### config.mk
export PLATFORM = sky130hd
export DESIGN_NAME = line_bus_top
export DESIGN_NICKNAME = d
export VERILOG_FILES = /design/src/sysbus_pkg.sv /design/src/sysbus_if.sv /design/src/bus_arbiter.sv /design/src/line_writer.sv /design/src/line_reader.sv /design/src/line_bus_top.sv
export SDC_FILE = /design/constraint.sdc
export NUM_CORES = 1
export LEC_CHECK = 0
export BUFFER_PORTS_ARGS = -buffer_cell sky130_fd_sc_hd__buf_2
export CORE_AREA = 2 2 511 513
export CTS_CLUSTER_DIAMETER = 30
export DETAILED_ROUTE_END_ITERATION = 8
export DIE_AREA = 0 0 513 515
export PLACE_DENSITY = 0.31
export RECOVER_POWER = 100
export SYNTH_ARGS = -nofsm -noshare
export SYNTH_HDL_FRONTEND = slang
export SYNTH_HIERARCHICAL = 1
export SYNTH_SLANG_ARGS = --single-unit
### constraint.sdc
create_clock -name clk -period 40.9 [get_ports clk]
set_clock_uncertainty 0.2 [all_clocks]
set_input_delay 8.18 -clock clk [delete_from_list [all_inputs] [get_ports clk]]
set_output_delay 8.18 -clock clk [all_outputs]
set_load 0.02 [all_outputs]
### src/sysbus_pkg.sv
package sysbus_pkg;

    // Bus and line geometry
    localparam int BUS_DATA_WIDTH    = 64;
    localparam int BUS_TAG_WIDTH     = 13;
    localparam int LINE_BEATS        = 8;
    localparam int LINE_WIDTH        = 512;
    localparam int LINE_OFFSET_WIDTH = 6;

    // Tag direction bit, bit 12 of the tag
    localparam logic SYSBUS_READ  = 1'b0;
    localparam logic SYSBUS_WRITE = 1'b1;

    // Device field, tag bits 11 to 8
    localparam logic [3:0] SYSBUS_MEMORY = 4'b0001;

    // Complete tags used by the line engines
    localparam logic [BUS_TAG_WIDTH-1:0] TAG_WRITE_MEMORY =
        {SYSBUS_WRITE, SYSBUS_MEMORY, 8'h00};
    localparam logic [BUS_TAG_WIDTH-1:0] TAG_READ_MEMORY =
        {SYSBUS_READ, SYSBUS_MEMORY, 8'h00};

    // Address view of a bus word
    typedef struct packed {
        logic [BUS_DATA_WIDTH-LINE_OFFSET_WIDTH-1:0] line_index;
        logic [LINE_OFFSET_WIDTH-1:0]                offset;
    } sysbus_addr_t;

    // One bus word, either raw data or a line address
    typedef union packed {
        logic [BUS_DATA_WIDTH-1:0] data;
        sysbus_addr_t              addr;
    } sysbus_word_t;

endpackage

### src/sysbus_if.sv
`timescale 1ns/1ps

interface sysbus_if;
    import sysbus_pkg::*;

    // Request channel, master to slave
    logic                      reqcyc;
    sysbus_word_t              req;
    logic [BUS_TAG_WIDTH-1:0]  reqtag;
    logic                      reqack;

    // Response channel, slave to master
    logic                      respcyc;
    logic [BUS_DATA_WIDTH-1:0] resp;
    logic [BUS_TAG_WIDTH-1:0]  resptag;
    logic                      respack;

    modport master
    (
        output reqcyc, req, reqtag, respack,
        input  reqack, respcyc, resp, resptag
    );

    modport slave
    (
        input  reqcyc, req, reqtag, respack,
        output reqack, respcyc, resp, resptag
    );

endinterface

### src/bus_arbiter.sv
`timescale 1ns/1ps

module bus_arbiter
(
    input  logic                                  clk,
    input  logic                                  reset,
    input  logic [1:0]                            request,
    output logic [1:0]                            grant,
    sysbus_if.slave                               writer_bus,
    sysbus_if.slave                               reader_bus,
    output logic                                  bus_reqcyc,
    input  logic                                  bus_reqack,
    output logic [sysbus_pkg::BUS_DATA_WIDTH-1:0] bus_req,
    output logic [sysbus_pkg::BUS_TAG_WIDTH-1:0]  bus_reqtag,
    input  logic                                  bus_respcyc,
    output logic                                  bus_respack,
    input  logic [sysbus_pkg::BUS_DATA_WIDTH-1:0] bus_resp,
    input  logic [sysbus_pkg::BUS_TAG_WIDTH-1:0]  bus_resptag
);
    // Bit 0 is the writer, bit 1 the reader
    logic last_owner;
    logic pick;
    logic release_bus;

    // Round robin only matters when both ask at once
    always_comb
    begin
        if (&request)
        begin
            pick = ~last_owner;
        end
        else
        begin
            pick = request[1];
        end
    end

    assign release_bus = |(grant & ~request);

    always_ff @(posedge clk)
    begin
        if (reset)
        begin
            grant      <= 2'b00;
            last_owner <= 1'b1;
        end
        else if (grant != 2'b00)
        begin
            if (release_bus)
            begin
                grant <= 2'b00;
            end
        end
        else if (|request)
        begin
            grant      <= pick ? 2'b10 : 2'b01;
            last_owner <= pick;
        end
    end

    // Owner's request channel goes out
    assign bus_reqcyc  = (grant[0] & writer_bus.reqcyc) | (grant[1] & reader_bus.reqcyc);
    assign bus_req     = grant[1] ? reader_bus.req.data : writer_bus.req.data;
    assign bus_reqtag  = grant[1] ? reader_bus.reqtag : writer_bus.reqtag;
    assign bus_respack = (grant[0] & writer_bus.respack) | (grant[1] & reader_bus.respack);

    // Handshakes come back to the owner only
    assign writer_bus.reqack  = grant[0] & bus_reqack;
    assign reader_bus.reqack  = grant[1] & bus_reqack;
    assign writer_bus.respcyc = grant[0] & bus_respcyc;
    assign reader_bus.respcyc = grant[1] & bus_respcyc;

    // Payload is shared, the cycle strobe qualifies it
    assign writer_bus.resp    = bus_resp;
    assign reader_bus.resp    = bus_resp;
    assign writer_bus.resptag = bus_resptag;
    assign reader_bus.resptag = bus_resptag;

endmodule

### src/line_writer.sv
`timescale 1ns/1ps

module line_writer
(
    input  logic                              clk,
    input  logic                              reset,
    input  logic                              start,
    input  sysbus_pkg::sysbus_word_t          addr,
    input  logic [sysbus_pkg::LINE_WIDTH-1:0] line,
    output logic                              ready,
    output logic                              arb_request,
    input  logic                              arb_grant,
    sysbus_if.master                          bus
);
    import sysbus_pkg::*;

    typedef enum logic [2:0]
    {
        IDLE,
        GRANT_WAIT,
        ADDR_BEAT,
        DATA_BEATS,
        DONE
    } state_t;

    state_t                        state;
    state_t                        next_state;
    logic [$clog2(LINE_BEATS)-1:0] beat;
    logic                          accept_start;
    logic                          last_beat;
    sysbus_word_t                  addr_q;
    sysbus_word_t                  data_word;
    logic [LINE_WIDTH-1:0]         line_q;

    assign accept_start = start && (state == IDLE || state == DONE);
    assign last_beat    = bus.reqack && beat == $bits(beat)'(LINE_BEATS - 1);

    always_comb
    begin
        next_state = state;
        case (state)
            IDLE:       next_state = start ? GRANT_WAIT : IDLE;
            GRANT_WAIT: next_state = arb_grant ? ADDR_BEAT : GRANT_WAIT;
            ADDR_BEAT:  next_state = bus.reqack ? DATA_BEATS : ADDR_BEAT;
            DATA_BEATS: next_state = last_beat ? DONE : DATA_BEATS;
            DONE:       next_state = start ? GRANT_WAIT : DONE;
            default:    next_state = IDLE;
        endcase
    end

    always_ff @(posedge clk)
    begin
        if (reset)
        begin
            state <= IDLE;
            beat  <= '0;
        end
        else
        begin
            state <= next_state;
            if (state == ADDR_BEAT)
            begin
                beat <= '0;
            end
            else if (state == DATA_BEATS && bus.reqack)
            begin
                beat <= beat + 1'b1;
            end
        end
    end

    // Line is latched so the caller may move on
    always_ff @(posedge clk)
    begin
        if (accept_start)
        begin
            addr_q.addr.line_index <= addr.addr.line_index;
            addr_q.addr.offset     <= '0;
            line_q                 <= line;
        end
    end

    // Lowest word goes first
    assign data_word.data = line_q[beat*BUS_DATA_WIDTH +: BUS_DATA_WIDTH];

    assign bus.req     = (state == DATA_BEATS) ? data_word : addr_q;
    assign bus.reqcyc  = (state == ADDR_BEAT) || (state == DATA_BEATS);
    assign bus.reqtag  = TAG_WRITE_MEMORY;
    assign bus.respack = 1'b0;

    assign arb_request = (state == GRANT_WAIT) || (state == ADDR_BEAT) || (state == DATA_BEATS);
    assign ready       = (state == DONE);

endmodule

### src/line_reader.sv
`timescale 1ns/1ps

module line_reader
(
    input  logic                              clk,
    input  logic                              reset,
    input  logic                              start,
    input  sysbus_pkg::sysbus_word_t          addr,
    output logic [sysbus_pkg::LINE_WIDTH-1:0] line,
    output logic                              ready,
    output logic                              arb_request,
    input  logic                              arb_grant,
    sysbus_if.master                          bus
);
    import sysbus_pkg::*;

    typedef enum logic [2:0]
    {
        IDLE,
        GRANT_WAIT,
        ADDR_BEAT,
        COLLECT,
        DONE
    } state_t;

    state_t                        state;
    state_t                        next_state;
    logic [$clog2(LINE_BEATS)-1:0] beat;
    logic                          accept_start;
    logic                          hit;
    logic                          last_beat;
    sysbus_word_t                  addr_q;
    logic [LINE_WIDTH-1:0]         line_q;

    assign accept_start = start && (state == IDLE || state == DONE);

    // Only our own read responses count
    assign hit       = (state == COLLECT) && bus.respcyc && bus.resptag == TAG_READ_MEMORY;
    assign last_beat = hit && beat == $bits(beat)'(LINE_BEATS - 1);

    always_comb
    begin
        next_state = state;
        case (state)
            IDLE:       next_state = start ? GRANT_WAIT : IDLE;
            GRANT_WAIT: next_state = arb_grant ? ADDR_BEAT : GRANT_WAIT;
            ADDR_BEAT:  next_state = bus.reqack ? COLLECT : ADDR_BEAT;
            COLLECT:    next_state = last_beat ? DONE : COLLECT;
            DONE:       next_state = start ? GRANT_WAIT : DONE;
            default:    next_state = IDLE;
        endcase
    end

    always_ff @(posedge clk)
    begin
        if (reset)
        begin
            state <= IDLE;
            beat  <= '0;
        end
        else
        begin
            state <= next_state;
            if (state == ADDR_BEAT)
            begin
                beat <= '0;
            end
            else if (hit)
            begin
                beat <= beat + 1'b1;
            end
        end
    end

    always_ff @(posedge clk)
    begin
        if (accept_start)
        begin
            addr_q.addr.line_index <= addr.addr.line_index;
            addr_q.addr.offset     <= '0;
        end
    end

    // Words enter at the top, so the first one ends up lowest
    always_ff @(posedge clk)
    begin
        if (hit)
        begin
            line_q <= {bus.resp, line_q[LINE_WIDTH-1:BUS_DATA_WIDTH]};
        end
    end

    assign bus.req     = addr_q;
    assign bus.reqcyc  = (state == ADDR_BEAT);
    assign bus.reqtag  = TAG_READ_MEMORY;
    assign bus.respack = (state == COLLECT);

    assign arb_request = (state == GRANT_WAIT) || (state == ADDR_BEAT) || (state == COLLECT);
    assign ready       = (state == DONE);
    assign line        = line_q;

endmodule

### src/line_bus_top.sv
`timescale 1ns/1ps

module line_bus_top
(
    input  logic                                  clk,
    input  logic                                  reset,

    // Writer side
    input  logic                                  wr_start,
    input  logic [sysbus_pkg::BUS_DATA_WIDTH-1:0] wr_addr,
    input  logic [sysbus_pkg::LINE_WIDTH-1:0]     wr_line,
    output logic                                  wr_ready,

    // Reader side
    input  logic                                  rd_start,
    input  logic [sysbus_pkg::BUS_DATA_WIDTH-1:0] rd_addr,
    output logic [sysbus_pkg::LINE_WIDTH-1:0]     rd_line,
    output logic                                  rd_ready,

    // External system bus
    output logic                                  bus_reqcyc,
    input  logic                                  bus_reqack,
    output logic [sysbus_pkg::BUS_DATA_WIDTH-1:0] bus_req,
    output logic [sysbus_pkg::BUS_TAG_WIDTH-1:0]  bus_reqtag,
    input  logic                                  bus_respcyc,
    output logic                                  bus_respack,
    input  logic [sysbus_pkg::BUS_DATA_WIDTH-1:0] bus_resp,
    input  logic [sysbus_pkg::BUS_TAG_WIDTH-1:0]  bus_resptag
);
    // Bit 0 is the writer, bit 1 the reader
    logic [1:0] arb_request;
    logic [1:0] arb_grant;

    sysbus_if writer_bus();
    sysbus_if reader_bus();

    line_writer i_line_writer
    (
        .clk         (clk),
        .reset       (reset),
        .start       (wr_start),
        .addr        (wr_addr),
        .line        (wr_line),
        .ready       (wr_ready),
        .arb_request (arb_request[0]),
        .arb_grant   (arb_grant[0]),
        .bus         (writer_bus.master)
    );

    line_reader i_line_reader
    (
        .clk         (clk),
        .reset       (reset),
        .start       (rd_start),
        .addr        (rd_addr),
        .line        (rd_line),
        .ready       (rd_ready),
        .arb_request (arb_request[1]),
        .arb_grant   (arb_grant[1]),
        .bus         (reader_bus.master)
    );

    bus_arbiter i_bus_arbiter
    (
        .clk         (clk),
        .reset       (reset),
        .request     (arb_request),
        .grant       (arb_grant),
        .writer_bus  (writer_bus.slave),
        .reader_bus  (reader_bus.slave),
        .bus_reqcyc  (bus_reqcyc),
        .bus_reqack  (bus_reqack),
        .bus_req     (bus_req),
        .bus_reqtag  (bus_reqtag),
        .bus_respcyc (bus_respcyc),
        .bus_respack (bus_respack),
        .bus_resp    (bus_resp),
        .bus_resptag (bus_resptag)
    );

endmodule

==> results of run 1 <==
==> critical path, delay by kind of cell <==
| family | cells | cell delay [ns] |
|---|---|---|
| buf+inv | 6 | 13.43 |
| simple gates | 3 | 0.95 |
==> final timing paths <==
check                          start                       to  cells after the start
max reg2reg   i_bus_arbiter/grant[1]  i_line_reader/line[443]                     10
min reg2reg  i_line_reader/line[327]  i_line_reader/line[263]                      0
max                   bus_resptag[0]  i_line_reader/line[443]                      9
min          i_line_reader/line[327]  i_line_reader/line[263]                      0
==> layer usage <==
layer  vias up  GRT usage [%]  wire, um
li1      11200              -         -
met1     12700           15.1     70900
met2      1349           23.8     94400
met3       638           7.13     21300
met4       124           4.24      6530
met5         -              0       758
==> state kept, by name, summed over array words and instances, names as in the netlist, 3 cells and up <==
register,cells
i_line_reader/line,512
i_line_writer/line_q,512
i_line_reader/bus.req,58
i_line_writer/addr_q,58
i_line_reader/beat,3
i_line_reader/state,3
i_line_writer/beat,3
i_line_writer/state,3
==> metrics by stage <==
step | total power, mW | hold WS [ns] | std cells
finish | 4.09 | 0.216 | 7262
global route | 4.24 | 0.219 | 7228
CTS | 4.16 | 0.199 | 7215
detailed placement | 1.54 | 0.226 | 6576
global placement | 1.53 | 0.225 | 6576
floorplan | 1.49 | 0.261 | 2033
==> layout make-up <==
type / instances / share of cell area (%)
Sequential cell: 1155 / 55.6
Clock buffer: 427 / 14.8
Multi-Input combinational cell: 687 / 9.62
Timing Repair Buffer: 1329 / 9.54
Tap cell: 3402 / 6.85
Clock inverter: 212 / 3.36
Antenna cell: 47 / 0.189
Inverter: 3 / 0.0181
==> cells in the final DEF (no fill, tap or decap), types with 7 or more instances in the layout <==
cell and instances:
sky130_fd_sc_hd__mux4_2 12, sky130_fd_sc_hd__a22o_1 60, sky130_fd_sc_hd__a21oi_1 9, sky130_fd_sc_hd__mux2i_1 122, sky130_fd_sc_hd__clkbuf_16 357, sky130_fd_sc_hd__conb_1 33, sky130_fd_sc_hd__clkbuf_1 691, sky130_fd_sc_hd__o21ai_0 8
sky130_fd_sc_hd__buf_2 689, sky130_fd_sc_hd__clkinv_1 74, sky130_fd_sc_hd__nor2_1 13, sky130_fd_sc_hd__o31ai_1 54, sky130_fd_sc_hd__nand2_1 60, sky130_fd_sc_hd__dfxtp_1 14, sky130_fd_sc_hd__bufinv_16 33, sky130_fd_sc_hd__buf_4 16
sky130_fd_sc_hd__clkinv_2 76, sky130_fd_sc_hd__o22ai_1 58, sky130_fd_sc_hd__edfxtp_1 1140, sky130_fd_sc_hd__diode_2 47, sky130_fd_sc_hd__clkinvlp_4 11, sky130_fd_sc_hd__mux2_1 11, sky130_fd_sc_hd__nor2b_1 7, sky130_fd_sc_hd__mux2_2 182
==> report_power, final <==
| part | total (mW) | switching (mW) | internal (mW) |
|---|---|---|---|
| clock | 2.58 | 0.790 | 1.79 |
| combinational | 0.133 | 0.0812 | 0.0522 |
| sequential | 1.38 | 0.0141 | 1.37 |
| total | 4.09 | 0.885 | 3.21 |
==> flow_summary.toml, run 1 <==
[run_status]
run_status = "complete, but fails checks"
failing_checks = "capacitance limit, slew limit"

[timing]
worst_slew_pin_slew_ns = 7.10
timing.final.crit_share_pct = 55.5
worst_slew_margin_rel_pct = -374
setup_violations = 0
finalCriticalPeriod_ns = 22.72
fin_setup_tns_ns = 0
rsz_0062_raised_after_global_routing = "no"
post_layout_worst_setup_margin_ns = 18.18
hold_violations = 0
fmax_mhz = 44.0
report.final.slew_viol_count = 1399

[worst_setup_path]
path_max_fanout = 70
crit_path_cell_trace = "clkbuf_1 -> nor4_1 -> nand4_1 -> nor2_4 -> clkbuf_1 -> clkbuf_1 -> clkbuf_1 -> clkbuf_1 -> clkbuf_1"
required_time_worst_endpoint_ns = 41.06
worst_path_largest_cell_delay_ns = 2.94
regToRegSetupSlack_ns = 22.67
endpoint_kind = "register"
start_kind = "input pin"
arrival_time_reported_for_the_critical_path_endpoint_ns = 22.88
most_used_cell_along_the_critical_path = "sky130_fd_sc_hd__clkbuf_1"
timing_worst_setup_path_type = "in -> reg"
critical_path.slowest_cell = "sky130_fd_sc_hd__clkbuf_1"

[grt]
first_global_vias = 27000
grt_first_pass_wirelength_um = 249000
global_route.usage.total_pct = 14.0
grt_antenna_before_repair = 217
grt_start_max_net_pins = 124
grt_overflow_total = 0

[placement]
port_buffers = 1291
placement.setup.worst_slack_ns = 26.82
place_congestion = 0.790
dp.final_hpwl_um = 146000
dpl_cell_area_um2 = 51600

[routing]
remaining_drc_errors = 0
first_iter_violations = 1560
average_detailed_routed_wire_length_per_instance_um = 26.7
drt.antenna.violating_nets = 0
wirelength_um = 194000
route.vias.total = 26000
average_vias_per_placed_instance = 3.59
number_of_iterations_in_the_first_detailed_routing_pass = 4

[clock_tree]
ctsHoldBuffers = 0
cts_tree = "done"
insertion_delay_ns = 0.86
total_clock_sinks = 1155
cts.path.max_buffers = 4
clk_slew_on_worst_s_h_paths_ns = 0.04
post_cts.repair.setup_buffers = 0
cts.root.buffer_cell = "sky130_fd_sc_hd__clkbuf_16"
cts_buffers = 352
ctsResizeCount = 0
htreeDepth = 5

[floorplanning]
io-pin-count = 1316
chipWidth_um = 513
floorplan.core_area_um2 = 259000
die_outline_height_um = 515
num_rows = 187
initial_utilization_pct = 16.2
design.die.area_um2 = 264000

[layout]
area.growth.synth_to_final_pct = 48.7
drive_above_1_share_pct = 37.0
final_cell_area_um2 = 62100
layout.core_utilization_pct = 24.0
final-seq-area_um2 = 34500
fin_nets = 4255
fillers = 27300
multi_input_area_um2 = 5980

[flow_run]
max_cap_viols = 24

[logic_synthesis]
post_synth_instance_area_um2 = 41800
synth_warnings = 6
post_synth.cell_area_avg_um2 = 20.9
postSynthCellCount = 2004

[pwr]
static-leakage-power_nw = 21.9
power.density_nw_per_um2 = 65.8
power.ir.vdd_worst_mv = 0.0388

[worst_hold_path]
min-delay-path-class = "reg -> reg"
Note: power is estimated with default switching activity, not from simulation.
==> run 2: changes to the inputs <==
PLACE_DENSITY = 0.32   (was 0.31)
clock period = 19.7 ns   (was 40.9 ns; I/O delays follow)
==> flow_summary.toml, run 2 (synthesis gave the netlist of run 1 again) <==
[clock_tree]
ctsResizeCount = 0
cts_buffers = 343
total_clock_sinks = 1155
insertion_delay_ns = 0.86
ctsHoldBuffers = 0
cts_tree = "done"
clk_slew_on_worst_s_h_paths_ns = 0.04
htreeDepth = 5
post_cts.repair.setup_buffers = 0
cts.path.max_buffers = 4
cts.root.buffer_cell = "sky130_fd_sc_hd__clkbuf_16"

[routing]
drt.antenna.violating_nets = 0
remaining_drc_errors = 0
wirelength_um = 187000
number_of_iterations_in_the_first_detailed_routing_pass = 5
average_vias_per_placed_instance = 3.58
route.vias.total = 26000
average_detailed_routed_wire_length_per_instance_um = 25.7
first_iter_violations = 1675

[pwr]
internal_power_mw = 6.53
share_seq_of_total_power_pct = 34.0
power.density_nw_per_um2 = 135
comb_power_share_pct = 3.3
post-layout-total-power_mw = 8.41
power_switching_share_pct = 22.3
static-leakage-power_nw = 21.8
clock_power_share_pct = 62.6
power.ir.vdd_worst_mv = 0.0911
power.switching_mw = 1.88

[grt]
grt_start_max_net_pins = 160
global_route.usage.total_pct = 13.5
grt_first_pass_wirelength_um = 240000
first_global_vias = 26800
grt_overflow_total = 0
grt_antenna_before_repair = 200

[layout]
layout.core_utilization_pct = 24.0
layout_commonest_cell = "sky130_fd_sc_hd__edfxtp_1"
drive_above_1_share_pct = 36.7
fin_nets = 4241
final-instance-count-excl-fill = 7262
mostFrequentLayoutCells = "sky130_fd_sc_hd__edfxtp_1 (1,140), sky130_fd_sc_hd__buf_2 (677), sky130_fd_sc_hd__clkbuf_1 (667)"
final_cell_area_um2 = 62100
area.growth.synth_to_final_pct = 48.7

[timing]
report.final.slew_viol_count = 605
worst_slew_pin_slew_ns = 7.88
rsz_0062_raised_after_global_routing = "no"
fmax_mhz = 79.2
fin_setup_tns_ns = 0
timing.final.crit_share_pct = 64.1
setup_violations = 0
hold_violations = 0
finalCriticalPeriod_ns = 12.62
worst_slew_margin_rel_pct = -426

[flow_run]
max_cap_viols = 12

[floorplanning]
die_outline_height_um = 515
floorplan.core_area_um2 = 259000
initial_utilization_pct = 16.2
num_rows = 187
io-pin-count = 1316
chipWidth_um = 513
design.die.area_um2 = 264000

[run_status]
run_status = "complete, but fails checks"
failing_checks = "capacitance limit, slew limit"

[worst_hold_path]
min-delay-path-class = "reg -> reg"

[worst_setup_path]
endpoint_kind = "register"
arrival_time_reported_for_the_critical_path_endpoint_ns = 12.88
path_max_fanout = 137
timing_worst_setup_path_type = "in -> reg"
start_kind = "input pin"
required_time_worst_endpoint_ns = 19.96

[placement]
place_congestion = 0.797
dpl_cell_area_um2 = 51600
dp.final_hpwl_um = 140000
dpl.cell_count = 6571
port_buffers = 1291
run 2: cell type report:
| cell class | instances | area, um2 |
|---|---|---|
| Sequential cell | 1155 | 34500 |
| Tap cell | 3402 | 4260 |
| Timing Repair Buffer | 1324 | 6020 |
| Antenna cell | 62 | 155 |
| Inverter | 3 | 11.3 |
| Multi-Input combinational cell | 687 | 5960 |
| Clock inverter | 242 | 2420 |
| Fill cell | 27300 | 196000 |
| Clock buffer | 387 | 8770 |
run 2: critical path, cell delays in order:
cell and delay, ns:
sky130_fd_sc_hd__buf_2 0.10, sky130_fd_sc_hd__nor4b_1 0.41, sky130_fd_sc_hd__nand4_1 0.28, sky130_fd_sc_hd__nor2_1 1.07
sky130_fd_sc_hd__clkbuf_1 5.52, sky130_fd_sc_hd__buf_4 1.34
run 2: path summary, 6_finish.rpt:
check	startpoint	endpoint	slack [ns]	cells past startpoint
setup / recovery	bus_resptag[9]	i_line_reader/line[254]	7.08	6
hold / removal	i_line_reader/line[149]	i_line_reader/line[85]	0.21	0
setup reg to reg	i_bus_arbiter/grant[1]	i_line_reader/line[254]	7.38	7
hold reg to reg	i_line_reader/line[149]	i_line_reader/line[85]	0.21	0
run 2: routing by layer:
layer	GRT usage [%]	wire [um]	vias up
met5	0.292	914	-
met3	7.50	21800	595
met1	14.2	68000	12700
li1	-	-	11200
met2	22.1	88600	1384
met4	5.62	7540	132
run 2: metrics by stage:
stage | setup slack (ns) | hold slack [ns]
6_report | 7.08 | 0.208
5_1_grt | 6.13 | 0.218
4_1_cts | 10.46 | 0.197
3_5_place_dp | 11.38 | 0.226
3_3_place_gp | 11.39 | 0.226
2_1_floorplan | 1.08 | 0.261
run 2: power by group through the flow:
stage          Sequential [mW]  Clock [mW]  Combinational [mW]
2_1_floorplan             2.94           0               0.153
3_3_place_gp              2.90           0               0.292
3_5_place_dp              2.90           0               0.294
4_1_cts                   2.86        5.39               0.296
5_1_grt                   2.87        5.53               0.307
6_report                  2.86        5.27               0.280
==> run 3: changes to the inputs <==
clock period = 10.25 ns   (was 19.7 ns; I/O delays follow)
==> flow_summary.toml, run 3 (synthesis gave the netlist of run 1 again) <==
[routing]
first_iter_violations = 1817
average_detailed_routed_wire_length_per_instance_um = 25.9
drt.antenna.violating_nets = 0
number_of_iterations_in_the_first_detailed_routing_pass = 7
route.vias.total = 26000
average_vias_per_placed_instance = 3.58
wirelength_um = 188000
remaining_drc_errors = 0

[timing]
hold_violations = 0
post_layout_worst_setup_margin_ns = 2.31
worst_slew_pin_slew_ns = 4.01
timing.final.crit_share_pct = 77.4
report.final.slew_viol_count = 525
rsz_0062_raised_after_global_routing = "no"
fin_setup_tns_ns = 0
fmax_mhz = 126
worst_slew_margin_rel_pct = -167
finalCriticalPeriod_ns = 7.94
setup_violations = 0

[floorplanning]
initial_utilization_pct = 16.2
die_outline_height_um = 515
io-pin-count = 1316
chipWidth_um = 513
num_rows = 187
floorplan.core_area_um2 = 259000
design.die.area_um2 = 264000

[clock_tree]
total_clock_sinks = 1155
insertion_delay_ns = 0.87
cts_tree = "done"
ctsHoldBuffers = 0
htreeDepth = 5
ctsResizeCount = 0
clk_slew_on_worst_s_h_paths_ns = 0.04
cts_buffers = 354
cts.root.buffer_cell = "sky130_fd_sc_hd__clkbuf_16"
post_cts.repair.setup_buffers = 0
cts.path.max_buffers = 4

[worst_setup_path]
endpoint_kind = "output pin"
arrival_time_reported_for_the_critical_path_endpoint_ns = 5.69
worst_path_largest_cell_delay_ns = 2.22
critical_path.top_delay_family = "simple AND/OR/NAND/NOR gates"
timing_worst_setup_path_type = "reg -> out"
timing.rr.start = "i_bus_arbiter/grant[1]"
required_time_worst_endpoint_ns = 8.00
critical_path.slowest_cell = "sky130_fd_sc_hd__nor2_1"
critical_path_buf_inv_count = 4
crit_path_cell_trace = "clkbuf_1 -> nor2_1 -> buf_4 -> a22o_1 -> o31ai_1 -> buf_4 -> mux2_2 -> clkbuf_1"
start_kind = "register"
crit_path_start = "i_line_writer/beat[2]"
path_max_fanout = 22

[pwr]
power_switching_share_pct = 21.3
share_seq_of_total_power_pct = 32.7
internal_power_mw = 13.2
power.ir.vdd_worst_mv = 0.128
power.switching_mw = 3.59
clock_power_share_pct = 64.1
comb_power_share_pct = 3.2
static-leakage-power_nw = 22.2
post-layout-total-power_mw = 16.8
power.density_nw_per_um2 = 268

[placement]
placement.setup.worst_slack_ns = 4.56
place_congestion = 0.781
port_buffers = 1291
dp.final_hpwl_um = 141000

[layout]
fin_nets = 4258
fillers = 27100
drive_above_1_share_pct = 37.6
area.growth.synth_to_final_pct = 50.3
mostFrequentLayoutCells = "sky130_fd_sc_hd__edfxtp_1 (1,140), sky130_fd_sc_hd__buf_2 (690), sky130_fd_sc_hd__clkbuf_1 (673)"
layout_commonest_cell = "sky130_fd_sc_hd__edfxtp_1"

[worst_hold_path]
min-delay-path-class = "reg -> reg"
hp-start = "i_line_reader/line[146]"

[run_status]
run_status = "complete, but fails checks"
failing_checks = "capacitance limit, slew limit"

[grt]
global_route.usage.total_pct = 13.5
grt_antenna_before_repair = 211
grt_first_pass_wirelength_um = 241000
first_global_vias = 26800
grt_start_max_net_pins = 166
grt_overflow_total = 0

[flow_run]
max_cap_viols = 12
-- run 3: cell types whose count changed in the layout (fill, tap and decap cells not counted), moves of 6 or more --
cell and delta:
sky130_fd_sc_hd__clkbuf_1 +6, sky130_fd_sc_hd__mux2_2 +9, sky130_fd_sc_hd__bufinv_16 +18, sky130_fd_sc_hd__clkinv_1 -24
sky130_fd_sc_hd__mux2_1 -9, sky130_fd_sc_hd__clkinv_2 -6, sky130_fd_sc_hd__clkbuf_16 +14, sky130_fd_sc_hd__buf_2 +13
sky130_fd_sc_hd__buf_4 +7
-- run 3: metal layers --
layer  GRT usage (%)  part of all wire [%]
met1            14.1                    36
met2            22.6                    48
met3            7.35                    12
met4            5.35                   4.2
met5           0.183                  0.44
-- run 3: final timing paths --
path / end / slack, ns / cells after the start
worst min-delay path: i_line_reader/line[82] / 0.20 / 0
worst max-delay path: bus_req[53] / 2.31 / 8
worst min register to register: i_line_reader/line[82] / 0.20 / 0
worst max register to register: i_line_reader/line[32] / 2.82 / 6
-- run 3: stage by stage --
| stage | hold WS, ns | util (%) | std cells | cell area [um2] |
|---|---|---|---|---|
| 2_1_floorplan | 0.261 | - | 2033 | 42000 |
| 3_3_place_gp | 0.225 | 20.0 | 6577 | 51700 |
| 3_5_place_dp | 0.226 | 20.0 | 6577 | 51700 |
| 4_1_cts | 0.197 | 24.6 | 7213 | 63500 |
| 5_1_grt | 0.210 | 24.3 | 7234 | 62700 |
| 6_report | 0.198 | 24.3 | 7270 | 62800 |
-- run 3: layout make-up --
class | instances | area (um2) | share of cell area, %
sequential | 1155 | 34500 | 55.0
clock buffer | 422 | 9220 | 14.7
timing repair buffer | 1330 | 6050 | 9.63
multi-input combinational | 687 | 5970 | 9.51
tap | 3402 | 4260 | 6.78
clock inverter | 214 | 2620 | 4.18
antenna | 57 | 143 | 0.227
inverter | 3 | 11.3 | 0.0179
-- run 3: power by group through the flow --
| stage | combinational [mW] | sequential (mW) | clock, mW |
|---|---|---|---|
| final | 0.537 | 5.50 | 10.8 |
| after floorplan | 0.296 | 5.59 | 0 |
| after detailed placement | 0.563 | 5.57 | 0 |
| after CTS | 0.566 | 5.50 | 11.0 |
| after global placement | 0.562 | 5.57 | 0 |
| after global routing | 0.587 | 5.52 | 11.3 |
